## config.mk

```make
export PLATFORM = sky130hd
export DESIGN_NAME = lsu_issue
export DESIGN_NICKNAME = d
export VERILOG_FILES = /design/src/mem_req_pkg.sv /design/src/lsu_issue.sv
export VERILOG_INCLUDE_DIRS = /design/src /design/src/src
export SDC_FILE = /design/constraint.sdc
export NUM_CORES = 1
export LEC_CHECK = 0
export BUFFER_PORTS_ARGS = -buffer_cell sky130_fd_sc_hd__buf_4
export CAP_MARGIN = 20
export CELL_PAD_IN_SITES_DETAIL_PLACEMENT = 0
export CELL_PAD_IN_SITES_GLOBAL_PLACEMENT = 1
export CORE_ASPECT_RATIO = 0.9
export CORE_MARGIN = 4
export CORE_UTILIZATION = 34
export CTS_BUF_LIST = sky130_fd_sc_hd__clkbuf_8
export DETAILED_ROUTE_END_ITERATION = 8
export MAX_ROUTING_LAYER = met4
export PLACE_DENSITY_LB_ADDON = 0.1
export SYNTH_ARGS = -nofsm -noshare
export SYNTH_HDL_FRONTEND = slang
export SYNTH_SLANG_ARGS = --single-unit
```

## constraint.sdc

```tcl
create_clock -name clk -period 0.9 [get_ports clk]
set_input_delay 0.18 -clock clk [delete_from_list [all_inputs] [get_ports clk]]
set_output_delay 0.18 -clock clk [all_outputs]
set_load 0.02 [all_outputs]
```

## src/mem_config.svh

```systemverilog
`ifndef MEM_CONFIG_SVH
`define MEM_CONFIG_SVH

// data and address width.
`define MEM_XLEN 32
// ram size in words.
`define MEM_DEPTH_WORDS 256
// low address bits that pick the byte lane.
`define MEM_ADDR_LSB 2
// request queue entries.
`define MEM_QUEUE_DEPTH 4
// tag carried from issue to response.
`define MEM_TAG_W 4

`define MEM_BYTES (`MEM_XLEN / 8)
`define MEM_RAM_AW $clog2(`MEM_DEPTH_WORDS)

`endif

```

## src/mem_req_pkg.sv

```systemverilog
`default_nettype none

`include "mem_config.svh"

package mem_req_pkg;

    // load and store opcodes.
    typedef enum logic [2:0] {LB, LH, LW, LBU, LHU, SB, SH, SW} mem_op_e;

    typedef struct packed {
        mem_op_e                 op;
        logic [`MEM_XLEN-1:0]    addr;
        logic [`MEM_XLEN-1:0]    wdata;
        logic [`MEM_TAG_W-1:0]   tag;
    } mem_issue_t;

    typedef struct packed {
        mem_op_e                              op;
        logic [`MEM_XLEN-`MEM_ADDR_LSB-1:0]   word_addr;
        logic [`MEM_ADDR_LSB-1:0]             lane;
        logic [`MEM_BYTES-1:0]                mask;   // before lane shift.
        logic [`MEM_XLEN-1:0]                 wdata;  // before lane shift.
        logic [`MEM_TAG_W-1:0]                tag;
        logic                                 misaligned;
    } mem_req_t;

endpackage

`default_nettype wire

```

## src/lsu_issue.sv

```systemverilog
`timescale 1ns/1ns
`default_nettype none

`include "mem_config.svh"

module lsu_issue (
    input  wire                         clk,
    input  wire                         rst,
    input  wire mem_req_pkg::mem_issue_t issue,
    input  wire                         issue_valid,
    output mem_req_pkg::mem_req_t       req,
    output logic                        req_valid
);
    import mem_req_pkg::*;

    logic                       is_half;
    logic                       is_word;
    logic [`MEM_ADDR_LSB-1:0]   lane;
    logic [`MEM_BYTES-1:0]      mask;
    logic                       misaligned;

    assign lane = issue.addr[`MEM_ADDR_LSB-1:0];

    always_comb begin
        is_half = 1'b0;
        is_word = 1'b0;
        case (issue.op)
            LH, LHU, SH: is_half = 1'b1;
            LW, SW:      is_word = 1'b1;
            default:     ;  // byte access.
        endcase
    end

    assign mask = is_word ? '1 : (is_half ? `MEM_BYTES'(2'b11) : `MEM_BYTES'(1'b1));

    // no access may cross a word boundary.
    assign misaligned = (is_half && lane[0]) || (is_word && (lane != '0));

    always_ff @(posedge clk) begin
        if (rst) begin
            req_valid <= 1'b0;
        end else begin
            req_valid <= issue_valid;
        end
    end

    always_ff @(posedge clk) begin
        if (issue_valid) begin
            req.op         <= issue.op;
            req.word_addr  <= issue.addr[`MEM_XLEN-1:`MEM_ADDR_LSB];
            req.lane       <= lane;
            req.mask       <= mask;
            req.wdata      <= issue.wdata;
            req.tag        <= issue.tag;
            req.misaligned <= misaligned;
        end
    end

endmodule

`default_nettype wire

```

==> results of run 1 <==
-- metal layers --
metal  up-vias  GRT usage [%]  routed length, um
met2        83           24.4               3340
met4         0           8.26                122
met5         -              -                  0
met3        12           5.03                498
met1       766           14.0               1990
li1        771              -                  -
-- metrics by stage --
| step | power, mW | area [um^2] | hold slack, ns | worst slack, ns | util [%] |
|---|---|---|---|---|---|
| 3_3_place_gp | 5.45 | 3600 | 0.336 | 0.00704 | 54.4 |
| 3_5_place_dp | 5.46 | 3600 | 0.339 | -0.00259 | 54.4 |
| 6_report | 7.84 | 4530 | 0.0186 | -0.203 | 68.4 |
| 4_1_cts | 7.86 | 4370 | 0.000169 | -0.228 | 66.0 |
| 5_1_grt | 8.19 | 4530 | 0.000712 | -0.248 | 68.4 |
| 2_1_floorplan | 4.70 | 2330 | 0.252 | 0.0527 | - |
-- layout make-up --
type / instances / area, um^2
sequential: 75 / 2240
fill: 476 / 2090
timing repair buffer: 202 / 1940
clock buffer: 9 / 124
tap: 90 / 113
multi-input combinational: 11 / 71.3
clock inverter: 7 / 31.3
inverter: 1 / 3.75
-- cells in the mapped netlist --
| master | number | area [um^2] |
|---|---|---|
| a21oi_1 | 2 | 10.0 |
| nor3b_1 | 1 | 7.51 |
| buf_4 | 2 | 15.0 |
| nor2b_1 | 1 | 6.26 |
| nand2b_1 | 1 | 6.26 |
| and2_1 | 1 | 6.26 |
| xor2_1 | 1 | 8.76 |
| xnor2_1 | 1 | 8.76 |
| conb_1 | 1 | 3.75 |
| edfxtp_1 | 74 | 2220 |
| inv_1 | 1 | 3.75 |
| o21ai_1 | 1 | 5.00 |
| dfxtp_1 | 1 | 20.0 |
| a221oi_1 | 1 | 8.76 |
-- worst max-delay path by stage --
stage / endpoint / slack (ns) / depth (start not counted)
4_1_cts: req[40] / -0.23 / 1
5_1_grt: req[40] / -0.25 / 1
2_1_floorplan: req[40] / 0.05 / 1
3_3_place_gp: req[0] / 0.007 / 4
3_5_place_dp: req[0] / -0.003 / 4
6_report: req[40] / -0.20 / 1
-- power by group --
group | switching [mW] | internal (mW) | leakage, nW
clock network | 1.12 | 0.951 | 0.0963
registers | 0.122 | 4.15 | 0.733
logic | 0.638 | 0.855 | 1.07
total | 1.88 | 5.96 | 1.90
-- state kept, by name, indices dropped and copies added, names as in the netlist --
| register | count |
|---|---|
| req | 74 |
| req_valid | 1 |
-- kinds of logic (layout without fill, tap and decap cells) --
group / Yosys count / after routing / synth area share (%)
flops: 75 / 75 / 96.1
xor+xnor: 2 / 2 / 0.751
compound gates: 4 / 4 / 1.02
simple gates: 4 / 4 / 1.13
other cells: 1 / 1 / 0.161
buf+inv: 3 / 219 / 0.804
-- timing repair --
item	CTS	global route
gates resized for setup	71	4
setup endpoints to repair	76	76
hold buffers	35	14
endpoints found under the hold margin	35	14
pin swaps	0	0
==> metrics.csv, run 1 <==
stage,metric,value,unit
die,cell row count,28,
cts,CTS tree,built,
drt,drt first pass iters,4,
grt,vias in the first global route,1651,
finish,Synth-to-Final Area Change,94.2,%
setup_path,max incr delay on CP,0.41,ns
power,LEAKAGE,1.90,nW
grt,first-pass GRT wire length,8140,um
setup_path,element type at the critical path end,output port,
logic_synthesis,post-synthesis sequential area ratio,96.1,%
power,maximum vdd drop,0.000956,V
setup_path,required time worst endpoint,0.72,ns
run_status,outcome,"complete, but fails checks",
die,Die H,86.6,um
min_path,hold_sp,issue[27],
setup_path,Buf/Inv on CP,1,
min_path,WHS Path Cells,1,
run_status,violated checks,setup timing,
sta,fin. max-slew vios,0,
cts,CTS buffer count,9,
grt,overall routing resource usage,14.3,%
setup_path,Top delay family on crit path,flip-flops,
cts,clk buf depth,2,
setup_path,crit path from,req[39],
drt,via/cell ratio,4.13,
die,Die ar.,0.00825,mm^2
setup_path,crit-path max FO,2,
cts,CTS Sinks,75,
min_path,Hold EP,req[28],
job,max-capacitance violation count,0,
sta,slack of the critical path,-0.203,ns
logic_synthesis,Yosys reg bits,75,
sta,Max Freq,907,MHz
drt,WL/cell,15.1,um
sta,final hold vios,0,
setup_path,CP max stage cell,edfxtp_1,
drt,Routed Antenna Nets,0,
setup_path,critical path launch point type,register,
logic_synthesis,Netlist cell types,14,
sta,total negative slack,-10.80,ns
die,core area,0.00662,mm^2
drt,DR vias,1632,
placement,Final Wtd Congestion,0.705,
logic_synthesis,Avg Inst Size Synth,26.2,um^2
finish,"commonest cells after routing, fill and taps aside","buf_4, buf_6, edfxtp_1, dlygate4sd3_1, clkbuf_8",
sta,crit share post-route,123,%
die,IO Pins,151,
cts,CTS root buf,clkbuf_8,
grt,maximum number of pins on one net before global-route repair,35,
logic_synthesis,Post-Syn Nets,163,
cts,"Setup Fix Bufs, Post-CTS",0,
logic_synthesis,Post-Syn Instances,89,
logic_synthesis,yosys warns,0,
power,pwr/cell area,1730,mW/mm^2
grt,antenna violations before repair,0,
drt,DRC violations left,0,
setup_path,"Critical Path, Cell by Cell",buf_4,
placement,Placed Cells,330,
grt,gr ovfl total,0,
setup_path,WP data arrival,0.92,ns
sta,min cycle time layout,1.10,ns
finish,nets@finish,374,
drt,DRT iter0 DRCs,41,
cts,clock slew at reported path FFs,0.07,ns
cts,# H-tree levels,3,
finish,Final Non-Filler Cells,395,
finish,"most common cell after layout, fill and taps aside",buf_4,
die,Initial Util,35.2,%
min_path,Hold Path Class,input port to register,
setup_path,type of the worst setup path,register to output port,
logic_synthesis,synthesized area,0.00233,mm^2
sta,RSZ-0062 raised after global routing,yes,
sta,setup violators final,76,
drt,routed wire length,5960,um
placement,Port Buffers,149,
die,Die Span X,95.3,um
finish,Inserted Diodes,0,
finish,fraction of layout cells with a size suffix above 1,54.8,%
Power figures use the tool's default switching activity.
==> run 2, diff against run 1 <==
--- a/config.mk
+++ b/config.mk
@@ -16,7 +16,8 @@
 export CTS_BUF_LIST = sky130_fd_sc_hd__clkbuf_8
 export DETAILED_ROUTE_END_ITERATION = 8
 export MAX_ROUTING_LAYER = met4
-export PLACE_DENSITY_LB_ADDON = 0.1
+export PLACE_DENSITY_LB_ADDON = 0.05
+export SETUP_SLACK_MARGIN = 0.05
 export SYNTH_ARGS = -nofsm -noshare
 export SYNTH_HDL_FRONTEND = slang
 export SYNTH_SLANG_ARGS = --single-unit
==> run 2 against run 1 <==
  * The run still ends with setup timing left
  * Global-route usage grew 0.54 points
  * Maximum frequency grew 1.7%
  * Critical path type unchanged
  * Setup slack gained 0.019 ns
  * Critical path depth is the same
  * Critical endpoint is now req[30]
  * Sequential cell count is the same
  * Largest power group unchanged
  * Combinational power is essentially flat
  * Highest routed layer unchanged
  * Hold slack gained 0.0081 ns
  * First-iteration DRC count is the same
  * Routed wire length grew 1.8%
  * Utilization grew 3.3 points
==> metrics.csv, run 2 (synthesis gave the netlist of run 1 again) <==
stage,metric,value,unit,change
finish,largest registers,"req x74, req_valid x1",,
cts,"Setup Fix Bufs, Post-CTS",0,,unchanged
setup_path,crit-path max FO,1,,-1
cts,CTS root buf,clkbuf_8,,
drt,DR WL met2,3470,um,+3.7%
die,Die Span X,95.3,um,unchanged
setup_path,max incr delay on CP,0.41,ns,about the same
run_status,outcome,"complete, but fails checks",,
power,Power Total,9.10,mW,+16%
power,LEAKAGE,1.98,nW,+4.3%
die,IO Pins,151,,unchanged
setup_path,WP data arrival,0.90,ns,-0.02 ns
grt,overall routing resource usage,14.9,%,+0.54 points
power,pwr/cell area,1920,mW/mm^2,+11%
sta,final hold vios,0,,unchanged
setup_path,Top delay family on crit path,flip-flops,,
setup_path,"Critical Path, Cell by Cell",buf_6,,
setup_path,Setup crit end,req[30],,
finish,"most common cell after layout, fill and taps aside",buf_4,,
finish,nets@finish,384,,+2.7%
setup_path,CP Depth,1,,unchanged
finish,number of flip-flops in the largest register,74,,unchanged
sta,total negative slack,-10.89,ns,-0.0895 ns
sta,WHS,0.0266,ns,+0.00807 ns
drt,routed wire length,6070,um,+1.8%
cts,clock slew at reported path FFs,0.08,ns,about the same
drt,WL/cell,15.0,um,-0.67%
finish,"commonest cells after routing, fill and taps aside","buf_4, buf_6, edfxtp_1, dlygate4sd3_1, clkbuf_8",,
power,maximum vdd drop,0.00117,V,+22%
sta,Max Freq,922,MHz,+1.7%
setup_path,element type at the critical path end,output port,,
finish,Synth-to-Final Area Change,103,%,
drt,Routed Antenna Nets,0,,unchanged
drt,DRC violations left,0,,unchanged
sta,min cycle time layout,1.08,ns,-0.0188 ns
grt,maximum number of pins on one net before global-route repair,40,,+14%
drt,WL met1,1970,um,-1.2%
finish,register area,0.00224,mm^2,unchanged
placement,Final Wtd Congestion,0.679,,-3.7%
cts,CTS Sinks,75,,unchanged
drt,met3 WL post-DR,537,um,+7.8%
drt,via/cell ratio,4.15,,+0.40%
drt,max layer used,met4,,
cts,CTS buffer count,9,,unchanged
placement,Port Buffers,149,,unchanged
sta,RSZ-0062 raised after global routing,yes,,
die,Initial Util,35.2,%,unchanged
die,cell row count,28,,unchanged
die,Die H,86.6,um,unchanged
cts,# H-tree levels,3,,unchanged
placement,Placed Cells,328,,-0.61%
die,Die ar.,0.00825,mm^2,unchanged
sta,setup violators final,76,,unchanged
finish,Largest Register,req,,
finish,multi-input logic area,71.3,um^2,unchanged
setup_path,CP max stage cell,edfxtp_1,,
setup_path,critical path launch point type,register,,
setup_path,Buf/Inv on CP,1,,unchanged
finish,fraction of layout cells with a size suffix above 1,53.0,%,-1.7 points
finish,# fillers,424,,-11%
grt,gr ovfl total,0,,unchanged
setup_path,crit path from,req[30],,
sta,slack of the critical path,-0.184,ns,+0.0188 ns
die,core area,0.00662,mm^2,unchanged
sta,fin. max-slew vios,0,,unchanged
drt,DR vias,1680,,+2.9%
run_status,violated checks,setup timing,,
finish,Inserted Diodes,0,,unchanged
drt,drt first pass iters,3,,-1
drt,DRT iter0 DRCs,41,,unchanged
grt,vias in the first global route,1738,,+5.3%
job,max-capacitance violation count,0,,unchanged
finish,Final Non-Filler Cells,405,,+2.5%
cts,clk buf depth,2,,unchanged
sta,crit share post-route,120,%,-2.1 points
grt,antenna violations before repair,0,,unchanged
cts,CTS tree,built,,
setup_path,required time worst endpoint,0.72,ns,about the same
min_path,Hold Path Class,input port to register,,
placement,DP Area,0.00359,mm^2,-0.42%
setup_path,type of the worst setup path,register to output port,,
finish,design area,0.00474,mm^2,+4.8%
grt,first-pass GRT wire length,8610,um,+5.8%
run 2: per-layer routing:
| metal | GRT usage [%] | up-vias |
|---|---|---|
| met1 | 14.8 | 793 |
| li1 | - | 789 |
| met5 | - | - |
| met4 | 5.90 | 0 |
| met2 | 26.3 | 87 |
| met3 | 5.30 | 11 |
run 2: where the power goes:
group          switching, mW  leakage (nW)  internal [mW]
logic                  0.641          1.11          0.884
clock network           1.12         0.138           2.18
registers              0.127         0.733           4.15
run 2: per-stage QoR:
step	setup slack (ns)	util [%]
after global routing	-0.239	71.7
after CTS	-0.204	68.7
after floorplan	0.0527	-
final	-0.184	71.7
after global placement	-0.00620	54.2
after detailed placement	-0.00228	54.2
run 2: worst min path at each step:
stage	depth (start not counted)	end	start	slack [ns]
final	1	req[16]	issue[15]	0.03
after global routing	1	req[13]	issue[12]	0.0001
after CTS	1	req[9]	issue[8]	0.0002
after detailed placement	2	req_valid	rst	0.34
after global placement	2	req_valid	rst	0.34
after floorplan	1	req_valid	rst	0.25
run 2: repair_timing:
action,in CTS,in global routing
hold buffers,44,17
gates resized for setup,68,7
endpoints found under the setup margin,76,76
endpoints found under the hold margin,44,17
run 2: cell type report:
class,count,share of cell area [%]
tap,90,2.37
clock inverter,6,2.72
clock buffer,10,2.90
timing repair buffer,212,43.1
multi-input combinational,11,1.50
inverter,1,0.0791
sequential,75,47.3
