## src/mem_config.svh

```systemverilog
`ifndef MEM_CONFIG_SVH
`define MEM_CONFIG_SVH

// data and address width.
`define MEM_XLEN 32
// ram size in words.
`define MEM_DEPTH_WORDS 256
// low address bits that pick the byte lane.
`define MEM_ADDR_LSB 2
// request queue entries.
`define MEM_QUEUE_DEPTH 4
// tag carried from issue to response.
`define MEM_TAG_W 4

`define MEM_BYTES (`MEM_XLEN / 8)
`define MEM_RAM_AW $clog2(`MEM_DEPTH_WORDS)

`endif

```

## src/mem_req_pkg.sv

```systemverilog
`default_nettype none

`include "mem_config.svh"

package mem_req_pkg;

    // load and store opcodes.
    typedef enum logic [2:0] {LB, LH, LW, LBU, LHU, SB, SH, SW} mem_op_e;

    typedef struct packed {
        mem_op_e                 op;
        logic [`MEM_XLEN-1:0]    addr;
        logic [`MEM_XLEN-1:0]    wdata;
        logic [`MEM_TAG_W-1:0]   tag;
    } mem_issue_t;

    typedef struct packed {
        mem_op_e                              op;
        logic [`MEM_XLEN-`MEM_ADDR_LSB-1:0]   word_addr;
        logic [`MEM_ADDR_LSB-1:0]             lane;
        logic [`MEM_BYTES-1:0]                mask;   // before lane shift.
        logic [`MEM_XLEN-1:0]                 wdata;  // before lane shift.
        logic [`MEM_TAG_W-1:0]                tag;
        logic                                 misaligned;
    } mem_req_t;

endpackage

`default_nettype wire

```

## src/req_queue.sv

```systemverilog
`timescale 1ns/1ns
`default_nettype none

`include "mem_config.svh"

module req_queue (
    input  wire                         clk,
    input  wire                         rst,
    input  wire mem_req_pkg::mem_req_t  req,
    input  wire                         req_valid,
    output mem_req_pkg::mem_req_t       head,
    output logic                        head_valid,
    input  wire                         pop,
    output logic                        overflow
);
    import mem_req_pkg::*;

    localparam int PTR_W = $clog2(`MEM_QUEUE_DEPTH);
    localparam int CNT_W = $clog2(`MEM_QUEUE_DEPTH + 1);

    mem_req_t           entries [`MEM_QUEUE_DEPTH];
    logic [PTR_W-1:0]   wr_ptr;
    logic [PTR_W-1:0]   rd_ptr;
    logic [CNT_W-1:0]   count;
    logic               full;
    logic               do_push;
    logic               do_pop;

    function automatic logic [PTR_W-1:0] next_ptr(input logic [PTR_W-1:0] ptr);
        return (ptr == PTR_W'(`MEM_QUEUE_DEPTH - 1)) ? '0 : ptr + 1'b1;
    endfunction

    assign full       = (count == CNT_W'(`MEM_QUEUE_DEPTH));
    assign do_pop     = pop && head_valid;
    assign do_push    = req_valid && (!full || do_pop);  // a pop frees the slot.
    assign head       = entries[rd_ptr];
    assign head_valid = (count != '0);

    always_ff @(posedge clk) begin
        if (rst) begin
            wr_ptr   <= '0;
            rd_ptr   <= '0;
            count    <= '0;
            overflow <= 1'b0;
        end else begin
            if (do_push) begin
                wr_ptr <= next_ptr(wr_ptr);
            end
            if (do_pop) begin
                rd_ptr <= next_ptr(rd_ptr);
            end
            case ({do_push, do_pop})
                2'b10:   count <= count + 1'b1;
                2'b01:   count <= count - 1'b1;
                default: ;
            endcase
            if (req_valid && !do_push) begin
                overflow <= 1'b1;  // sticky until reset.
            end
        end
    end

    always_ff @(posedge clk) begin
        if (do_push) begin
            entries[wr_ptr] <= req;
        end
    end

endmodule

`default_nettype wire

```

## config.mk

```make
export PLATFORM = sky130hd
export DESIGN_NAME = req_queue
export DESIGN_NICKNAME = d
export VERILOG_FILES = /design/src/mem_req_pkg.sv /design/src/req_queue.sv
export VERILOG_INCLUDE_DIRS = /design/src /design/src/src
export SDC_FILE = /design/constraint.sdc
export NUM_CORES = 1
export LEC_CHECK = 0
export BUFFER_PORTS_ARGS = -buffer_cell sky130_fd_sc_hd__buf_2
export CAP_MARGIN = 10
export CORE_MARGIN = 8
export CORE_UTILIZATION = 38
export DETAILED_ROUTE_END_ITERATION = 12
export GPL_TIMING_DRIVEN = 0
export RECOVER_POWER = 25
export SLEW_MARGIN = 20
export SYNTH_ARGS = -nofsm -noshare
export SYNTH_HDL_FRONTEND = slang
export SYNTH_SLANG_ARGS = --single-unit
```

## constraint.sdc

```tcl
create_clock -name clk -period 3.6 [get_ports clk]
set_clock_uncertainty 0.05 [all_clocks]
set_input_delay 0.72 -clock clk [delete_from_list [all_inputs] [get_ports clk]]
set_output_delay 0.72 -clock clk [all_outputs]
set_load 0.05 [all_outputs]
```

==> results of run 1 <==
==> routing by layer <==
layer / GRT usage, % / wire [um] / up-vias
met5: 0 / 23 / -
met4: 3.25 / 420 / 4
met3: 3.38 / 1660 / 39
met2: 21.6 / 11600 / 166
met1: 15.8 / 9520 / 2799
li1: - / - / 2375
==> through the flow <==
stage          worst slack [ns]  util (%)  hold slack (ns)
4_1_cts                   0.496      46.3            0.305
3_3_place_gp              -1.22      42.5            0.405
6_report                  0.595      46.1            0.350
2_1_floorplan             0.373         -            0.413
3_5_place_dp               1.03      43.1            0.421
5_1_grt                   0.443      46.1            0.330
==> cell families after synthesis <==
logic type	after synthesis
AOI/OAI and AO/OA	16
xor gates and xnor gates	2
adders and majority gates	6
buffers and inverters	27
DFF	314
muxes	77
and+or+nand+nor	23
==> synth_stat cells <==
cell type	number	area (um2)
a31oi_1	1	6.26
or3_1	3	18.8
buf_6	1	11.3
or2_2	1	6.26
and2_1	4	25.0
o2111ai_1	1	8.76
dfxtp_1	10	200
ha_1	5	62.6
buf_1	4	15.0
nor4b_2	1	15.0
edfxtp_1	304	9130
nand2b_1	1	6.26
nand3b_1	2	15.0
o31ai_1	1	7.51
buf_4	3	22.5
a21oi_1	6	30.0
o21ba_2	1	10.0
xor2_1	1	8.76
or4_1	1	7.51
o21bai_1	1	7.51
mux2i_1	1	10.0
inv_1	6	22.5
o21ai_0	3	15.0
xnor2_1	1	8.76
nand3_1	3	15.0
mux4_2	76	1710
buf_8	4	60.1
o211ai_1	2	15.0
fa_1	1	20.0
nand2_1	2	7.51
nor2_1	5	18.8
buf_2	8	40.0
buf_12	1	20.0
==> area by class of cell <==
cell class                 count  area [um2]  area share [%]
buffer                        21         169            1.21
clock buffer                  35         791            5.66
clock inverter                22         198            1.42
inverter                       6        22.5           0.161
multi-input combinational    124        2070            14.8
sequential                   314        9330            66.8
tap                          396         495            3.55
timing repair buffer         164         888            6.36
==> report_power, final <==
part	total, mW	switching, mW	internal [mW]
combinational	1.56	1.06	0.494
sequential	4.24	0.0443	4.19
clock	3.10	1.25	1.85
==> registers in the layout, summed over array words and instances (netlist names), named ones only <==
signal,flops
overflow,1
entries,304
count,3
rd_ptr,2
wr_ptr,2
==> worst paths after layout <==
| path | from | end | slack (ns) | depth (start not counted) |
|---|---|---|---|---|
| setup / recovery | flip-flop | head[17] | 0.59 | 4 |
| hold / removal | req[19] | entries[3][19] | 0.35 | 1 |
| setup reg to reg | count[0] | entries[3][38] | 1.36 | 6 |
| hold reg to reg | overflow | overflow | 0.45 | 2 |
==> flow_summary.ini, run 1 <==
[outcome]
status = finished clean

[final_layout]
layout.cells.non_filler = 1082
mostFrequentLayoutCell = edfxtp_1
final_cell_mix = 304 x edfxtp_1, 116 x buf_2, 76 x mux4_2
postLayoutCellArea_mm2 = 0.0140
final.fill_count = 2596
diodes = 0
drive_gt1_share_pct = 37.3
area_growth_pct = 20.6
nets = 748

[worst_setup_path]
path_class = reg -> out
slowest_stage = dfxtp_1
cp_num_buf_inv = 3
crit_fanout = 10
critPathArrivalTime_ns = 2.24
crit_family = buffers and inverters
crit_chain = buf_2, buf_2, mux4_2, buf_2
cpPeakStageDelay_ns = 0.42
end_kind = primary output
worst_ep_required_time_ns = 2.83
start_kind = flip-flop
cpMostUsedCell = buf_2

[logic_synthesis]
yosys.area_share.simple_pct = 1.17
synth-adder-area-share_pct = 0.713
synth_compound_area_share_pct = 0.865
synth_xor_area_share_pct = 0.151
ys_warn_count = 0
synth_top_family_by_area = multiplexers
ys_seq_area_share_pct = 80.6
syn_area_per_cell_um2 = 24.9
synthCells = 465
ys_seq_elements = 314
synth_cell_types = 33
syn-num-nets = 551
synth_area_mm2 = 0.0116
synth_mux_area_share_pct = 14.9

[sta]
fin_crit_ns = 3.01
fmax_ghz = 0.333
hold_viol_final = 0
setup_violations = 0
slew_headroom_pct = 55.1
worstMarginPinSlew_ns = 0.674
finalSetupTns_ns = 0
fin_crit_sh_pct = 83.5
drv_slew = 0
rsz0062_at_grt = no

[clocking]
clock_latency_ns = 0.54
path_clk_slew_ns = 0.06
cts_made_buffers = 31
hold_buffers = 0
postCtsSetupRepairBufs = 0
cts-root-buf = clkbuf_16
cts.sinks = 314
cts_resized = 0
clock_path_buffers = 3
cts_tree = done
cts.htree.levels = 1

[min_path]
min_path_type = in -> reg

[grt]
grt.overflow.total = 0
grt_pass1_vias = 6068
grt_pass1_wl_um = 35200
grtUsageTotal_pct = 12.7
grt_max_degree = 46
antenna_found_initial = 2

[power_and_ir_drop]
p_per_area_mw_per_mm2 = 637
p_leak_nw = 4.56
peakVddDrop_v = 0.000458
finalPower_mw = 8.89

[route]
dr.pass1.iters = 5
drtIter0Drc = 277
vias = 5383
detail_route.wl_per_cell_um = 21.4
wirelength_um = 23200
ant_nets = 0
drc = 0
via_per_inst = 4.98

[floorplanning]
die_area_mm2 = 0.0363
fp.dieW_um = 191
core_mm2 = 0.0303
placement_rows = 64
start_util_pct = 38.2
die_height_um = 191
io_pins = 158

[placement]
finalWeightedCongestion = 0.737
place_area_mm2 = 0.0130
placed_cells = 1025
hpwl_um = 15300
numPortBuffers = 156

[job]
maxCapViolCount = 0
(Power assumes the default switching activity.)
==> run 2, diff against run 1 <==
Settings changed: ABC_AREA set to 1.
Clock period 3.6 ns to 3 ns, I/O delays scaled along.
==> flow_summary.ini, run 2 <==
[outcome]
status = finished clean

[worst_setup_path]
cp_num_buf_inv = 4
critPathArrivalTime_ns = 2.22
crit_fanout = 10
crit_family = buffers and inverters
end_kind = primary output
slowest_stage = clkbuf_1
cpPeakStageDelay_ns = 0.40
worst_ep_required_time_ns = 2.35
crit_chain = buf_6, inv_6, clkbuf_1, o21ai_0, o22ai_1, buf_2
start_kind = flip-flop
path_class = reg -> out

[grt]
grtUsageTotal_pct = 15.1
grt_pass1_wl_um = 43200
grt_pass1_vias = 7506
grt.overflow.total = 0
grt_max_degree = 23
antenna_found_initial = 2

[job]
maxCapViolCount = 0

[floorplanning]
start_util_pct = 38.6
fp.dieW_um = 192
die_area_mm2 = 0.0370
placement_rows = 64
die_height_um = 192
core_mm2 = 0.0306
io_pins = 158

[sta]
hold_viol_final = 0
setup_violations = 0
drv_slew = 0
fin_crit_ns = 2.87
whs_ns = 0.232
fin_crit_sh_pct = 95.6
fmax_ghz = 0.349
worstMarginPinSlew_ns = 0.763
slew_headroom_pct = 49.0

[logic_synthesis]
ys_seq_elements = 314
yosys-top-cells-area = edfxtp_1 77%, o21ai_0 6.5%, nor2_1 5.2%
yosysMostFrequentCell = edfxtp_1
syn_area_per_cell_um2 = 14.7
synthCells = 803
ys_top_cells_by_count = 304 x edfxtp_1, 165 x nor2_1, 153 x o21ai_0, 76 x o22ai_1
synth_top_area_share_pct = 77.2
ys_warn_count = 0
async_flop_share_pct = 0
synth_area_mm2 = 0.0118
yosysTopAreaCell = edfxtp_1
synth_edf_count = 304
ys_seq_area_share_pct = 78.9
syn-num-nets = 889
synth_cell_types = 29
synth_ff_type = edfxtp_1

[clocking]
cts-root-buf = clkbuf_16
cts_made_buffers = 35
clock_latency_ns = 0.49
postCtsSetupRepairBufs = 0
cts.sinks = 314
clock_path_buffers = 3
cts.htree.levels = 2
cts_tree = done
path_clk_slew_ns = 0.06

[final_layout]
final_cell_mix = 304 x edfxtp_1, 161 x nor2_1, 153 x o21ai_0
reg_top3 = entries x304, count x3
largest_reg_flops = 304
postLayoutCellArea_mm2 = 0.0145
regMostFlops = entries
drive_gt1_share_pct = 21.2
mostFrequentLayoutCell = edfxtp_1
nets = 1097
area_growth_pct = 22.9

[route]
drc = 0
wirelength_um = 28100
drtIter0Drc = 489
ant_nets = 0
detail_route.wl_per_cell_um = 19.6
via_per_inst = 5.06
dr.pass1.iters = 4
vias = 7261

[placement]
place_area_mm2 = 0.0135
hpwl_um = 18100
finalWeightedCongestion = 0.691
numPortBuffers = 157

[power_and_ir_drop]
p_leak_nw = 5.06
peakVddDrop_v = 0.000517
p_per_area_mw_per_mm2 = 859

[min_path]
min_path_type = in -> reg
-- run 2: changes by cell type in the layout (fill, tap and decap cells not counted), moves of 6 or more --
cell / delta
buf_16: +6
clkbuf_16: +6
mux4_2: -76
o22ai_1: +76
nor2_1: +156
buf_6: +9
o21ai_0: +150
clkbuf_4: +6
inv_1: +8
clkbuf_1: +20
clkbuf_2: +7
-- run 2: cells by family (layout without fill, tap and decap cells) --
group | after synthesis | in the layout | share of synthesized area (%)
and+or+nand+nor | 177 | 177 | 6.04
DFF | 314 | 314 | 78.9
adders and majority gates | 6 | 6 | 0.699
AOI/OAI and AO/OA | 240 | 240 | 11.2
buffers and inverters | 66 | 300 | 3.14
other | 0 | 1 | 0
-- run 2: timing repair --
action | CTS | global route
endpoints found under the setup margin | 0 | 9
hold buffers | 0 | 0
resized for setup | 0 | 12
-- run 2: per-stage QoR --
step | power, mW | setup TNS [ns] | utilization, % | setup WS (ns) | instances
after CTS | 12.6 | 0 | 47.6 | 0.0947 | 1433
after detailed placement | 8.51 | 0 | 44.0 | 0.440 | 1370
after global routing | 13.0 | -0.0212 | 47.5 | -0.0212 | 1434
after floorplan | 7.50 | -100.99 | - | -0.332 | 803
final | 12.5 | 0 | 47.5 | 0.132 | 1434
after global placement | 8.44 | -634.85 | 42.9 | -2.22 | 1356
-- run 2: worst paths after layout --
| check | start | depth (start not counted) | end | slack, ns |
|---|---|---|---|---|
| worst max-delay path | flip-flop | 6 | head[72] | 0.13 |
| worst min-delay path | rst | 2 | wr_ptr[0] | 0.23 |
| worst max register to register | count[1] | 6 | entries[1][23] | 0.74 |
| worst min register to register | overflow | 1 | overflow | 0.41 |
-- run 2: power by group --
group / total (mW) / leakage, nW / switching [mW] / internal (mW)
logic: 3.23 / 1.65 / 2.47 / 0.757
registers: 5.14 / 2.87 / 0.0629 / 5.08
clock network: 4.10 / 0.534 / 1.60 / 2.50
total: 12.5 / 5.06 / 4.14 / 8.34
-- run 2: worst reg2reg max path: stages, from the launching register on --
cell     delay [ns]
dfxtp_1        0.40
nor2_4         0.08
nand2_2        0.12
nand2_2        0.19
nor2_4         0.64
buf_16         0.25
buf_12         0.21
-- run 2: layout make-up --
cell class	instances	area [um2]
Antenna cell	1	2.50
Fill cell	2736	16100
Sequential cell	314	9330
Inverter	17	68.8
Tap cell	396	495
Clock inverter	16	145
Multi-Input combinational cell	423	2150
Clock buffer	47	963
Timing Repair Buffer	171	1060
Buffer	49	314
-- run 2: routing by layer --
metal	wire [um]	GRT usage, %	vias to the layer above
li1	-	-	3442
met1	12200	19.6	3578
met2	13600	25.2	207
met3	1810	3.69	32
met4	452	3.79	2
met5	13	0	-
==> run 3, diff against run 2 <==
Clock period 3 ns to 2.9 ns, I/O delays scaled along.
==> flow_summary.ini, run 3 (synthesized netlist as in run 2, its figures left out) <==
[placement]
finalWeightedCongestion = 0.691
placed_cells = 1370
numPortBuffers = 157
hpwl_um = 18100
place_area_mm2 = 0.0135

[route]
vias = 7264
ant_nets = 0
wirelength_um = 28200
drtIter0Drc = 500
drc = 0
dr.pass1.iters = 5
detail_route.wl_per_cell_um = 19.6
via_per_inst = 5.07

[clocking]
postCtsSetupRepairBufs = 0
cts-root-buf = clkbuf_16
cts.sinks = 314
cts_tree = done
clock_path_buffers = 3
path_clk_slew_ns = 0.06
cts_made_buffers = 35
clock_latency_ns = 0.49
cts.htree.levels = 2

[sta]
hold_viol_final = 0
fin_crit_sh_pct = 97.3
worstMarginPinSlew_ns = 0.760
fmax_ghz = 0.354
rsz0062_at_grt = yes
setup_violations = 0
fin_crit_ns = 2.82
slew_headroom_pct = 49.2
drv_slew = 0
whs_ns = 0.212

[grt]
grt_pass1_wl_um = 43200
antenna_found_initial = 2
grt_max_degree = 23
grt.overflow.total = 0
grtUsageTotal_pct = 15.1
grt_pass1_vias = 7506

[floorplanning]
core_mm2 = 0.0306
io_pins = 158
placement_rows = 64
die_height_um = 192
fp.dieW_um = 192
die_area_mm2 = 0.0370
start_util_pct = 38.6

[power_and_ir_drop]
peakVddDrop_v = 0.000535
finalPower_mw = 12.9
p_leak_nw = 5.07
p_per_area_mw_per_mm2 = 888

[worst_setup_path]
critPathArrivalTime_ns = 2.19
start_kind = flip-flop
end_kind = primary output
crit_fanout = 10
path_class = reg -> out
worst_ep_required_time_ns = 2.27

[final_layout]
postLayoutCellArea_mm2 = 0.0145
mostFrequentLayoutCell = edfxtp_1
area_growth_pct = 23.1
reg_top3 = entries x304, count x3
regMostFlops = entries
final_util_pct = 47.6
nets = 1097
largest_reg_flops = 304
layout.cells.non_filler = 1434
drive_gt1_share_pct = 21.7
final_cell_mix = 304 x edfxtp_1, 161 x nor2_1, 153 x o21ai_0

[outcome]
status = finished clean

[min_path]
min_path_type = in -> reg

[job]
maxCapViolCount = 0
==> run 3: cell counts in the layout (fill, tap and decap cells not counted) <==
Identical to the previous run, type by type.
==> run 3: layout make-up <==
cell class / count / area, um2
diodes: 1 / 2.50
plain buffers: 49 / 320
clock buffers: 47 / 963
clock inverters: 16 / 145
fillers: 2733 / 16000
inverters: 17 / 68.8
multi-input cells: 423 / 2150
flip-flops and latches: 314 / 9330
well taps: 396 / 495
repair buffers: 171 / 1070
==> run 3: what timing repair did <==
action                                  CTS  global route
endpoints found under the setup margin    0            50
resized for setup                         0            24
hold buffers                              0             0
==> run 3: per-layer routing <==
layer	global-route usage [%]	vias to the layer above	wire length [um]
li1	-	3442	-
met1	19.6	3580	12200
met2	25.2	208	13600
met3	3.69	32	1840
met4	3.79	2	452
met5	0	-	13
==> run 3: final timing paths <==
path,from,slack [ns],to,depth (start not counted)
max,flip-flop,0.08,head[18],6
min reg2reg,overflow,0.41,overflow,1
min,rst,0.21,wr_ptr[0],2
max reg2reg,count[1],0.64,entries[1][21],6
==> run 3: power breakdown <==
| group | total, mW | switching (mW) | internal (mW) |
|---|---|---|---|
| clock | 4.24 | 1.65 | 2.59 |
| sequential | 5.32 | 0.0651 | 5.26 |
| combinational | 3.35 | 2.56 | 0.791 |
| total | 12.9 | 4.28 | 8.64 |
==> run 3: critical path: stages, from the launching register on <==
cell     delay, ns
dfxtp_1       0.31
buf_6         0.16
inv_6         0.15
buf_1         0.41
o21ai_0       0.14
o22ai_1       0.21
buf_2         0.32
==> run 3: metrics by stage <==
step                TNS, ns  setup slack (ns)
detailed placement        0             0.360
CTS                       0            0.0147
floorplan           -125.31            -0.412
global placement    -659.17             -2.30
finish                    0            0.0784
global route         -0.106           -0.0354
