$ cat src/mem_config.svh
`ifndef MEM_CONFIG_SVH
`define MEM_CONFIG_SVH

// data and address width.
`define MEM_XLEN 32
// ram size in words.
`define MEM_DEPTH_WORDS 256
// low address bits that pick the byte lane.
`define MEM_ADDR_LSB 2
// request queue entries.
`define MEM_QUEUE_DEPTH 4
// tag carried from issue to response.
`define MEM_TAG_W 4

`define MEM_BYTES (`MEM_XLEN / 8)
`define MEM_RAM_AW $clog2(`MEM_DEPTH_WORDS)

`endif

$ cat src/mem_req_pkg.sv
`default_nettype none

`include "mem_config.svh"

package mem_req_pkg;

    // load and store opcodes.
    typedef enum logic [2:0] {LB, LH, LW, LBU, LHU, SB, SH, SW} mem_op_e;

    typedef struct packed {
        mem_op_e                 op;
        logic [`MEM_XLEN-1:0]    addr;
        logic [`MEM_XLEN-1:0]    wdata;
        logic [`MEM_TAG_W-1:0]   tag;
    } mem_issue_t;

    typedef struct packed {
        mem_op_e                              op;
        logic [`MEM_XLEN-`MEM_ADDR_LSB-1:0]   word_addr;
        logic [`MEM_ADDR_LSB-1:0]             lane;
        logic [`MEM_BYTES-1:0]                mask;   // before lane shift.
        logic [`MEM_XLEN-1:0]                 wdata;  // before lane shift.
        logic [`MEM_TAG_W-1:0]                tag;
        logic                                 misaligned;
    } mem_req_t;

endpackage

`default_nettype wire

$ cat src/mem_resp_pkg.sv
`default_nettype none

`include "mem_config.svh"

package mem_resp_pkg;

    // controller states.
    typedef enum logic {IDLE, READ} ctrl_state_e;

    typedef struct packed {
        logic [`MEM_TAG_W-1:0]   tag;
        logic [`MEM_XLEN-1:0]    rdata;  // zero for stores and errors.
        logic                    err;
    } mem_resp_t;

endpackage

`default_nettype wire

$ cat src/mem_ctrl.sv
`timescale 1ns/1ns
`default_nettype none

`include "mem_config.svh"

module mem_ctrl (
    input  wire                         clk,
    input  wire                         rst,
    input  wire mem_req_pkg::mem_req_t  head,
    input  wire                         head_valid,
    output logic                        pop,
    output logic                        ram_en,
    output logic                        ram_we,
    output logic [`MEM_RAM_AW-1:0]      ram_addr,
    output logic [`MEM_BYTES-1:0]       ram_be,
    output logic [`MEM_XLEN-1:0]        ram_wdata,
    input  wire  [`MEM_XLEN-1:0]        ram_rdata,
    output mem_resp_pkg::mem_resp_t     resp,
    output logic                        resp_valid
);
    import mem_req_pkg::*;
    import mem_resp_pkg::*;

    ctrl_state_e                state;
    mem_op_e                    ld_op;
    logic [`MEM_ADDR_LSB-1:0]   ld_lane;
    logic [`MEM_TAG_W-1:0]      ld_tag;
    logic                       is_store;
    logic [`MEM_XLEN-1:0]       rd_shift;
    logic [`MEM_XLEN-1:0]       rd_ext;

    assign is_store = head.op inside {SB, SH, SW};

    // one gap cycle while a response is out.
    assign pop = (state == IDLE) && head_valid && !resp_valid;

    assign ram_en    = pop && !head.misaligned;
    assign ram_we    = ram_en && is_store;
    assign ram_addr  = head.word_addr[`MEM_RAM_AW-1:0];
    assign ram_be    = head.mask << head.lane;
    assign ram_wdata = head.wdata << {head.lane, 3'b000};

    // move the addressed bytes down to bit 0.
    assign rd_shift = ram_rdata >> {ld_lane, 3'b000};

    always_comb begin
        case (ld_op)
            LB:      rd_ext = {{(`MEM_XLEN - 8){rd_shift[7]}}, rd_shift[7:0]};
            LH:      rd_ext = {{(`MEM_XLEN - 16){rd_shift[15]}}, rd_shift[15:0]};
            LBU:     rd_ext = {{(`MEM_XLEN - 8){1'b0}}, rd_shift[7:0]};
            LHU:     rd_ext = {{(`MEM_XLEN - 16){1'b0}}, rd_shift[15:0]};
            default: rd_ext = rd_shift;  // lw.
        endcase
    end

    always_ff @(posedge clk) begin
        if (rst) begin
            state      <= IDLE;
            resp_valid <= 1'b0;
        end else begin
            resp_valid <= 1'b0;
            case (state)
                IDLE: begin
                    if (pop) begin
                        if (is_store || head.misaligned) begin
                            resp_valid <= 1'b1;
                        end else begin
                            state <= READ;
                        end
                    end
                end
                READ: begin
                    resp_valid <= 1'b1;  // ram data is valid now.
                    state      <= IDLE;
                end
                default: state <= IDLE;
            endcase
        end
    end

    always_ff @(posedge clk) begin
        if (pop) begin
            ld_op      <= head.op;
            ld_lane    <= head.lane;
            ld_tag     <= head.tag;
            resp.tag   <= head.tag;
            resp.rdata <= '0;
            resp.err   <= head.misaligned;
        end else if (state == READ) begin
            resp.tag   <= ld_tag;
            resp.rdata <= rd_ext;
            resp.err   <= 1'b0;
        end
    end

endmodule

`default_nettype wire

$ cat config.mk
export PLATFORM = sky130hd
export DESIGN_NAME = mem_ctrl
export DESIGN_NICKNAME = d
export VERILOG_FILES = /design/src/mem_req_pkg.sv /design/src/mem_resp_pkg.sv /design/src/mem_ctrl.sv
export VERILOG_INCLUDE_DIRS = /design/src /design/src/src
export SDC_FILE = /design/constraint.sdc
export NUM_CORES = 1
export LEC_CHECK = 0
export BUFFER_PORTS_ARGS = -buffer_cell sky130_fd_sc_hd__buf_2
export CORE_ASPECT_RATIO = 0.5
export CORE_UTILIZATION = 45
export CTS_CLUSTER_DIAMETER = 30
export DETAILED_ROUTE_END_ITERATION = 16
export PLACE_DENSITY = 0.87
export SLEW_MARGIN = 20
export SYNTH_ARGS = -nofsm -noshare
export SYNTH_HDL_FRONTEND = slang
export SYNTH_SLANG_ARGS = --single-unit
$ cat constraint.sdc
create_clock -name clk -period 5.5 [get_ports clk]
set_input_delay 0.55 -clock clk [delete_from_list [all_inputs] [get_ports clk]]
set_output_delay 0.55 -clock clk [all_outputs]
set_load 0.005 [all_outputs]
==> results of run 1 <==
## cells in the mapped netlist (9+ instances only)
| cell | number | share of area |
|---|---|---|
| a211oi_1 | 10 | 0.027 |
| a21oi_1 | 17 | 0.031 |
| a221o_2 | 9 | 0.036 |
| a22o_1 | 12 | 0.038 |
| and2_1 | 10 | 0.022 |
| clkbuf_1 | 17 | 0.023 |
| dfxtp_1 | 34 | 0.24 |
| edfxtp_1 | 14 | 0.15 |
| mux2i_1 | 36 | 0.13 |
| nand2_1 | 16 | 0.022 |
| nor2_1 | 20 | 0.027 |
| nor2b_1 | 14 | 0.031 |
| nor3_1 | 10 | 0.018 |
| o21ai_0 | 16 | 0.029 |
## layout make-up
cell class	count	area (um2)	area share
timing repair buffer	159	808	0.222
clock buffer	7	133	0.0364
clock inverter	1	5.00	0.00137
sequential	48	1100	0.302
tap	73	91.3	0.0251
inverter	1	3.75	0.00103
multi-input combinational	204	1500	0.412
## how the worst max path moves through the flow
| stage | from | slack (ns) | end | cells after the start |
|---|---|---|---|---|
| floorplan | head[41] | 3.40 | ram_wdata[10] | 4 |
| global placement | ld_lane[0] | 2.62 | resp[26] | 4 |
| detailed placement | head[41] | 2.88 | ram_wdata[18] | 5 |
| CTS | state | 2.83 | pop | 3 |
| global route | state | 2.67 | pop | 3 |
| finish | state | 2.83 | pop | 3 |
## sequential cells by signal (all words and copies together) (netlist names)
name,cells
resp_valid,1
resp,37
ld_lane,2
ld_tag,4
state,1
ld_op,3
## per-layer routing
| layer | vias up | routed length (um) |
|---|---|---|
| li1 | 1330 | - |
| met1 | 1222 | 3300 |
| met2 | 83 | 3580 |
| met3 | 5 | 409 |
| met4 | 0 | 53 |
| met5 | - | 0 |
## power by group through the flow
stage	clock network, mW	registers (mW)	logic (mW)
6_report	0.287	0.403	0.184
4_1_cts	0.289	0.402	0.185
3_5_place_dp	0	0.410	0.184
2_1_floorplan	0	0.404	0.108
3_3_place_gp	0	0.412	0.176
5_1_grt	0.304	0.405	0.202
## layout by cell type, fill, tap and decap left out, types with 2 or more instances in the layout
cell type,netlist,layout
mux2_2,7,7
o2bb2ai_1,8,8
o21ai_0,16,16
a21oi_1,17,17
and2_1,10,10
clkbuf_1,17,2
nor2b_1,14,13
nand2_1,16,16
dfxtp_1,34,34
nor3_1,10,10
buf_2,2,157
mux4_2,2,2
nand2b_1,3,3
a221o_1,6,6
mux2i_1,36,36
nor2_1,20,20
a211oi_1,10,10
a22o_1,12,12
edfxtp_1,14,14
a221o_2,9,9
clkbuf_16,0,5
## cells by family (layout without fill, tap and decap cells)
logic type | count (synthesis) | count (layout) | share of synthesized area
DFF | 48 | 48 | 0.396
xor gates and xnor gates | 1 | 1 | 0.00315
muxes | 45 | 45 | 0.174
buffers and inverters | 36 | 168 | 0.0656
and+or+nand+nor | 77 | 77 | 0.146
AOI/OAI and AO/OA | 81 | 81 | 0.216
## worst register-to-register path, cell delays in order, from the launching register on
cell	delay, ns
edfxtp_1	0.89
mux4_2	0.64
nor4b_4	0.75
a221o_2	0.23
==> reports/summary.json, run 1 <==
{
  "globalRouteMet2Util": {"value": 0.370},
  "buffer_ports.inserted": {"value": 157},
  "detail_route.wirelength": {"value": 7350, "unit": "um"},
  "fin_hold_ws": {"value": 0.435, "unit": "ns"},
  "post-place-cells": {"value": 485},
  "max-cap-violations": {"value": 0},
  "critPathRequiredTime": {"value": 4.95, "unit": "ns"},
  "cts_tree": {"value": "done"},
  "core.rowCount": {"value": 19},
  "global_route.usage.total": {"value": 0.217},
  "fp.dieW": {"value": 113, "unit": "um"},
  "layout.nets": {"value": 530},
  "post-route-drc-count": {"value": 0},
  "clockBufferDepth": {"value": 2},
  "synth_enable_flop_cells": {"value": 14},
  "ctsHoldBuffers": {"value": 0},
  "peak_vdd_ir": {"value": 0.000143, "unit": "V"},
  "globalRouteMet3Util": {"value": 0.0513},
  "synth.distinct_cells": {"value": 32},
  "synth.net_count": {"value": 399},
  "worstHoldPathCells": {"value": 2},
  "synth.cell_area": {"value": 2780, "unit": "um2"},
  "run_status": {"value": "complete, no violations"},
  "worst_ep_arrival_time": {"value": 2.12, "unit": "ns"},
  "cts.repair_timing.setup_buffer_count": {"value": 0},
  "grt_pass1_wl": {"value": 11100, "unit": "um"},
  "timing.critical_path.slowest_stage_cell": {"value": "dfxtp_1"},
  "floorplan.initialDensity": {"value": 0.488},
  "wl_per_cell": {"value": 14.9, "unit": "um"},
  "finalMaxSlewViolations": {"value": 0},
  "max_freq": {"value": 374, "unit": "MHz"},
  "postSynthAreaPerCell": {"value": 9.67, "unit": "um2"},
  "setup_slack": {"value": 2.83, "unit": "ns"},
  "post_dp_cell_area": {"value": 3510, "unit": "um2"},
  "total_switching_power": {"value": 0.229, "unit": "mW"},
  "cell_chain_critical_path": {"value": "nor2_1 -> buf_4 -> buf_2"},
  "leakage": {"value": 1.80, "unit": "nW"},
  "fp.dieArea": {"value": 6520, "unit": "um2"},
  "internal_power": {"value": 0.646, "unit": "mW"},
  "grt_remaining_overflow": {"value": 0},
  "postSynth.topFlopCell": {"value": "dfxtp_1"},
  "critical_path.endpoint_type": {"value": "output port"},
  "pwr-share-clk": {"value": 0.329},
  "drt-vias-per-instance": {"value": 5.35},
  "tns": {"value": 0, "unit": "ns"},
  "syn-instance-count": {"value": 288},
  "end_of_the_worst_register_to_register_path": {"value": "resp[26]"},
  "netSwitchingFraction": {"value": 0.262},
  "grt_pass1_vias": {"value": 2322},
  "root_buffer": {"value": "clkbuf_16"},
  "final.setup_skew": {"value": 0.00373, "unit": "ns"},
  "final_cell_area": {"value": 3640, "unit": "um2"},
  "yosys_register_bits": {"value": 48},
  "final_non_filler_cell_total": {"value": 493},
  "die_boundary_height": {"value": 57.6, "unit": "um"},
  "finish.utilization": {"value": 0.639},
  "clock_latency": {"value": 0.28, "unit": "ns"},
  "critical_path_peak_fanout": {"value": 28},
  "antenna_violations_before_repair": {"value": 0},
  "critPathLaunchType": {"value": "flop"},
  "reg2reg_slack": {"value": 2.94, "unit": "ns"},
  "antenna_cells": {"value": 0},
  "critical_path.n_buffers_inverters": {"value": 2},
  "htree_num_levels": {"value": 2},
  "place.gp.congestion": {"value": 0.839},
  "synth.yosys.warnings": {"value": 0},
  "detailedPlacementHpwl": {"value": 5490, "unit": "um"},
  "pre_antenna_drt_iters": {"value": 4},
  "rsz0062_at_grt": {"value": "false"},
  "hold-path-endpoint": {"value": "resp_valid"},
  "pin_count_of_the_biggest_net_entering_global_routing": {"value": 41},
  "syn2layout_area_growth": {"value": 30.9, "unit": "%"},
  "p_per_area": {"value": 240, "unit": "nW/um2"},
  "clk_pin_slew_worst_paths": {"value": 0.06, "unit": "ns"},
  "placement.setup.worst_slack": {"value": 2.88, "unit": "ns"},
  "final_period_utilization": {"value": 0.486},
  "power.share.combinational": {"value": 0.211},
  "layout_min_cycle_time": {"value": 2.67, "unit": "ns"},
  "via_count": {"value": 2640},
  "cts_inserted_buffers": {"value": 5},
  "p_seq_frac": {"value": 0.460},
  "seq_area_frac_synth": {"value": 0.396},
  "min_path_type": {"value": "in -> reg"},
  "finalSetupViolCount": {"value": 0},
  "worst-setup-path-type": {"value": "reg -> out"},
  "share_of_cells_above_drive_strength_1": {"value": 0.445},
  "cts_resized": {"value": 0},
  "grt.busiest_layer": {"value": "met2"},
  "cp_slowest_stage_delay": {"value": 0.96, "unit": "ns"},
  "ant_nets": {"value": 0},
  "routing_usage_on_met1": {"value": 0.280},
  "max-slew-margin-rel": {"value": 0.298},
  "final-hold-violation-count": {"value": 0},
  "fill_cells": {"value": 477},
  "tritoncts_num_sinks": {"value": 48},
  "worst_case_reg_to_reg_path_depth": {"value": 3},
  "reg2reg_from": {"value": "ld_lane[1]"},
  "fraction_of_synthesis_flops_using_an_asynchronous_set_or_reset_pin": {"value": 0},
  "ios": {"value": 196},
  "fin_total_pwr": {"value": 0.874, "unit": "mW"},
  "dr.first_iter.drc_count": {"value": 166},
  "hold_path.startpoint": {"value": "rst"},
  "critical_path.top_delay_family": {"value": "flip-flops"},
  "worstMarginPinSlew": {"value": 1.05, "unit": "ns"},
  "core": {"value": 5710, "unit": "um2"}
}
Power figures use the tool's default switching activity.
==> inputs of run 2 (changes only) <==
--- a/config.mk
+++ b/config.mk
@@ -6,12 +6,13 @@
 export SDC_FILE = /design/constraint.sdc
 export NUM_CORES = 1
 export LEC_CHECK = 0
+export ABC_AREA = 1
 export BUFFER_PORTS_ARGS = -buffer_cell sky130_fd_sc_hd__buf_2
 export CORE_ASPECT_RATIO = 0.5
-export CORE_UTILIZATION = 45
+export CORE_UTILIZATION = 40
 export CTS_CLUSTER_DIAMETER = 30
 export DETAILED_ROUTE_END_ITERATION = 16
-export PLACE_DENSITY = 0.87
+export PLACE_DENSITY = 0.78
 export SLEW_MARGIN = 20
 export SYNTH_ARGS = -nofsm -noshare
 export SYNTH_HDL_FRONTEND = slang
==> constraint.sdc (replaced) <==
create_clock -name clk -period 2.41 [get_ports clk]
set_input_delay 0.241 -clock clk [delete_from_list [all_inputs] [get_ports clk]]
set_output_delay 0.241 -clock clk [all_outputs]
set_load 0.005 [all_outputs]
==> run 2 against run 1 <==
Compared with the run above:
- cell count increased by 47%
- first-iteration DRC count rose by 31%
- sequential share of layout area is 3.7 points lower
- combinational power rose to 3.0 times the previous value
- synthesized cell count increased by 68%
- critical path depth grew 2
- non-clock buffer count increased by 6
- via count rose by 35%
- sequential cell count unchanged
- die area grew 32%
- total power increased to 2.6 times the previous value
- critical endpoint is now ram_we
- highest routed layer unchanged
==> reports/summary.json, run 2 <==
{
  "drt-vias-per-instance": {"value": 4.92, "change": "-8.2%"},
  "grt_pass1_wl": {"value": 14700, "unit": "um", "change": "+32%"},
  "max_freq": {"value": 574, "unit": "MHz"},
  "hold-path-endpoint": {"value": "resp_valid"},
  "floorplan.initialDensity": {"value": 0.431, "change": "-0.0569"},
  "max_flop_register": {"value": "resp"},
  "peak_vdd_ir": {"value": 0.000271, "unit": "V", "change": "+89%"},
  "wl_per_cell": {"value": 12.7, "unit": "um", "change": "-15%"},
  "syn2layout_area_growth": {"value": 26.5, "unit": "%"},
  "via_count": {"value": 3565, "change": "+35%"},
  "layout.nets": {"value": 727, "change": "+37%"},
  "leakage": {"value": 2.25, "unit": "nW", "change": "+25%"},
  "cp_slowest_stage_delay": {"value": 0.38, "unit": "ns", "change": "-0.58 ns"},
  "timing.critical_path.slowest_stage_cell": {"value": "dfxtp_1"},
  "tns": {"value": 0, "unit": "ns", "change": "unchanged"},
  "globalRouteMet3Util": {"value": 0.0534, "change": "+0.00214"},
  "hold_path.startpoint": {"value": "rst"},
  "max-slew-margin-rel": {"value": 0.584, "change": "+0.286"},
  "end_of_the_worst_register_to_register_path": {"value": "resp[4]"},
  "cts.repair_timing.setup_buffer_count": {"value": 0, "change": "unchanged"},
  "synth_top_area_share": {"value": 0.207, "change": "-0.0374"},
  "clk_pin_slew_worst_paths": {"value": 0.06, "unit": "ns", "change": "about the same"},
  "synth.cell_area": {"value": 3290, "unit": "um2", "change": "+18%"},
  "final_period_utilization": {"value": 0.723},
  "root_buffer": {"value": "clkbuf_16"},
  "fraction_of_synthesis_flops_using_an_asynchronous_set_or_reset_pin": {"value": 0, "change": "unchanged"},
  "worst-setup-path-type": {"value": "reg -> out"},
  "globalRouteMet2Util": {"value": 0.386, "change": "+0.0158"},
  "syn-instance-count": {"value": 483, "change": "+68%"},
  "antenna_violations_before_repair": {"value": 0, "change": "unchanged"},
  "place.gp.congestion": {"value": 0.825, "change": "-1.8%"},
  "reg2reg_slack": {"value": 0.84, "unit": "ns", "change": "-2.10 ns"},
  "critical_path_peak_fanout": {"value": 16, "change": "-43%"},
  "ant_nets": {"value": 0, "change": "unchanged"},
  "run_status": {"value": "complete, no violations"},
  "die_boundary_height": {"value": 66.1, "unit": "um", "change": "+15%"},
  "cts_tree": {"value": "done"},
  "share_of_cells_above_drive_strength_1": {"value": 0.332, "change": "-0.113"},
  "synth_largest_area_cell": {"value": "dfxtp_1"},
  "final.setup_skew": {"value": 0.00695, "unit": "ns", "change": "+0.00322 ns"},
  "grt_pass1_vias": {"value": 3151, "change": "+36%"},
  "cell_chain_critical_path": {"value": "nor2_2 -> buf_4 -> inv_1 -> nor3_1 -> buf_2"},
  "cts_resized": {"value": 0, "change": "unchanged"},
  "synth.top_cells.by_count": {"value": "nand2_1, nor2_1, a21oi_1"},
  "worst_case_reg_to_reg_path_depth": {"value": 5, "change": "+2"},
  "final-hold-violation-count": {"value": 0, "change": "unchanged"},
  "antenna_cells": {"value": 0, "change": "unchanged"},
  "ctsHoldBuffers": {"value": 0, "change": "unchanged"},
  "leading_cell_type_by_number_of_instances_after_synthesis": {"value": "nand2_1"},
  "ios": {"value": 196, "change": "unchanged"},
  "detail_route.wirelength": {"value": 9210, "unit": "um", "change": "+25%"},
  "worst_ep_arrival_time": {"value": 1.50, "unit": "ns", "change": "-0.62 ns"},
  "routing_usage_on_met1": {"value": 0.261, "change": "-0.0187"},
  "critical_path.endpoint_type": {"value": "output port"},
  "buffer_ports.inserted": {"value": 157, "change": "unchanged"},
  "tritoncts_num_sinks": {"value": 48, "change": "unchanged"},
  "core.rowCount": {"value": 22, "change": "+3"},
  "reg2reg_from": {"value": "state"},
  "critical_path_stages": {"value": 5, "change": "+2"},
  "rsz0062_at_grt": {"value": "false"},
  "finalSetupViolCount": {"value": 0, "change": "unchanged"},
  "yosys_register_bits": {"value": 48, "change": "unchanged"},
  "cts_inserted_buffers": {"value": 5, "change": "unchanged"},
  "htree_num_levels": {"value": 2, "change": "unchanged"},
  "fin_total_pwr": {"value": 2.29, "unit": "mW", "change": "+160%"},
  "core": {"value": 7620, "unit": "um2", "change": "+34%"},
  "synth_enable_flop_cells": {"value": 14, "change": "unchanged"},
  "synth.net_count": {"value": 594, "change": "+49%"},
  "critPathLaunchType": {"value": "flop"},
  "global_route.usage.total": {"value": 0.218, "change": "+0.000677"},
  "netlist_top_cells_area": {"value": "dfxtp_1, nand2_1, edfxtp_1, nor2_1, a21oi_1"},
  "critPathRequiredTime": {"value": 2.17, "unit": "ns", "change": "-2.78 ns"},
  "postSynthAreaPerCell": {"value": 6.81, "unit": "um2", "change": "-30%"},
  "worstHoldPathCells": {"value": 2, "change": "unchanged"},
  "grt.busiest_layer": {"value": "met2"},
  "final_cell_mix": {"value": "buf_2, nand2_1, nor2_1, a21oi_1, nand3_1"},
  "pin_count_of_the_biggest_net_entering_global_routing": {"value": 42, "change": "+2.4%"},
  "post-route-drc-count": {"value": 0, "change": "unchanged"},
  "synth.yosys.warnings": {"value": 0, "change": "unchanged"},
  "clock_latency": {"value": 0.29, "unit": "ns", "change": "about the same"},
  "layout.cells.most_common": {"value": "buf_2"},
  "reg.largest.list": {"value": "resp x37, ld_tag x4, ld_op x3"},
  "layout_min_cycle_time": {"value": 1.74, "unit": "ns"},
  "fp.dieW": {"value": 130, "unit": "um", "change": "+15%"},
  "finalMaxSlewViolations": {"value": 0, "change": "unchanged"},
  "worstMarginPinSlew": {"value": 0.621, "unit": "ns", "change": "-0.426 ns"},
  "largest_register_ffs": {"value": 37, "change": "unchanged"},
  "critical_path.top_delay_family": {"value": "buffers and inverters"},
  "max-cap-violations": {"value": 0, "change": "unchanged"},
  "clockBufferDepth": {"value": 2, "change": "unchanged"},
  "min_path_type": {"value": "in -> reg"},
  "postSynth.topFlopCell": {"value": "dfxtp_1"},
  "detailedPlacementHpwl": {"value": 7080, "unit": "um", "change": "+29%"},
  "fill_cells": {"value": 768, "change": "+61%"},
  "seq_area_frac_synth": {"value": 0.335, "change": "-0.0605"},
  "p_per_area": {"value": 550, "unit": "nW/um2", "change": "+130%"},
  "fp.dieArea": {"value": 8610, "unit": "um2", "change": "+32%"},
  "critical_path.n_buffers_inverters": {"value": 3, "change": "+1"},
  "grt_remaining_overflow": {"value": 0, "change": "unchanged"},
  "synth.distinct_cells": {"value": 29, "change": "-9.4%"},
  "dr.first_iter.drc_count": {"value": 218, "change": "+31%"},
  "pre_antenna_drt_iters": {"value": 6, "change": "+2"}
}
-- run 2: cell count changes in the layout (fill, tap and decap cells not counted), moves of 13 or more --
cell,change
nand3_1,+35
nor2_2,+17
nor2b_1,-13
nor2_1,+47
a21oi_1,+31
nand2_1,+117
inv_1,+32
mux2i_1,-28
-- run 2: worst max-delay path by stage --
stage | slack [ns] | endpoint | startpoint
floorplan | 0.90 | ram_we | resp_valid
global placement | 0.84 | resp[1] | state
detailed placement | 0.82 | resp[10] | ld_lane[1]
CTS | 0.64 | ram_we | state
global route | 0.54 | ram_we | state
finish | 0.67 | ram_we | state
-- run 2: layout make-up --
cell class,count,area [um2],area share
well taps,108,135,0.0325
flip-flops and latches,48,1100,0.265
multi-input cells,360,1760,0.424
clock buffers,5,125,0.0301
clock inverters,3,46.3,0.0111
inverters,36,143,0.0343
repair buffers,165,846,0.203
-- run 2: kinds of logic after synthesis --
kind of cell	synth area share
muxes	0.0244
DFF	0.335
buffers and inverters	0.129
AOI/OAI and AO/OA	0.146
and+or+nand+nor	0.366
-- run 2: metrics by stage --
step                      hold WS (ns)  setup slack, ns  std cells   util  area [um2]
after global routing             0.106            0.544        725  0.545        4160
after global placement           0.417            0.841        717  0.523        3990
after floorplan                  0.310            0.897        483      -        3290
after CTS                        0.112            0.638        725  0.545        4160
final                            0.117            0.667        725  0.545        4160
after detailed placement         0.417            0.823        717  0.523        3990
-- run 2: routing by layer --
| metal | wire, um | up-vias |
|---|---|---|
| li1 | - | 1824 |
| met1 | 3920 | 1600 |
| met2 | 4490 | 125 |
| met3 | 638 | 16 |
| met4 | 155 | 0 |
| met5 | 0 | - |
-- run 2: worst reg2reg max path: cells and delay by family, from the launching register on --
kind | cells | cell delay, ns
buffers and inverters | 2 | 0.53
DFF | 1 | 0.47
and+or+nand+nor | 3 | 0.47
-- run 2: where the power goes --
part	total (mW)	switching [mW]	internal (mW)	leakage, nW
combinational	0.561	0.327	0.234	1.75
clock	0.797	0.304	0.493	0.0804
sequential	0.930	0.0315	0.898	0.416
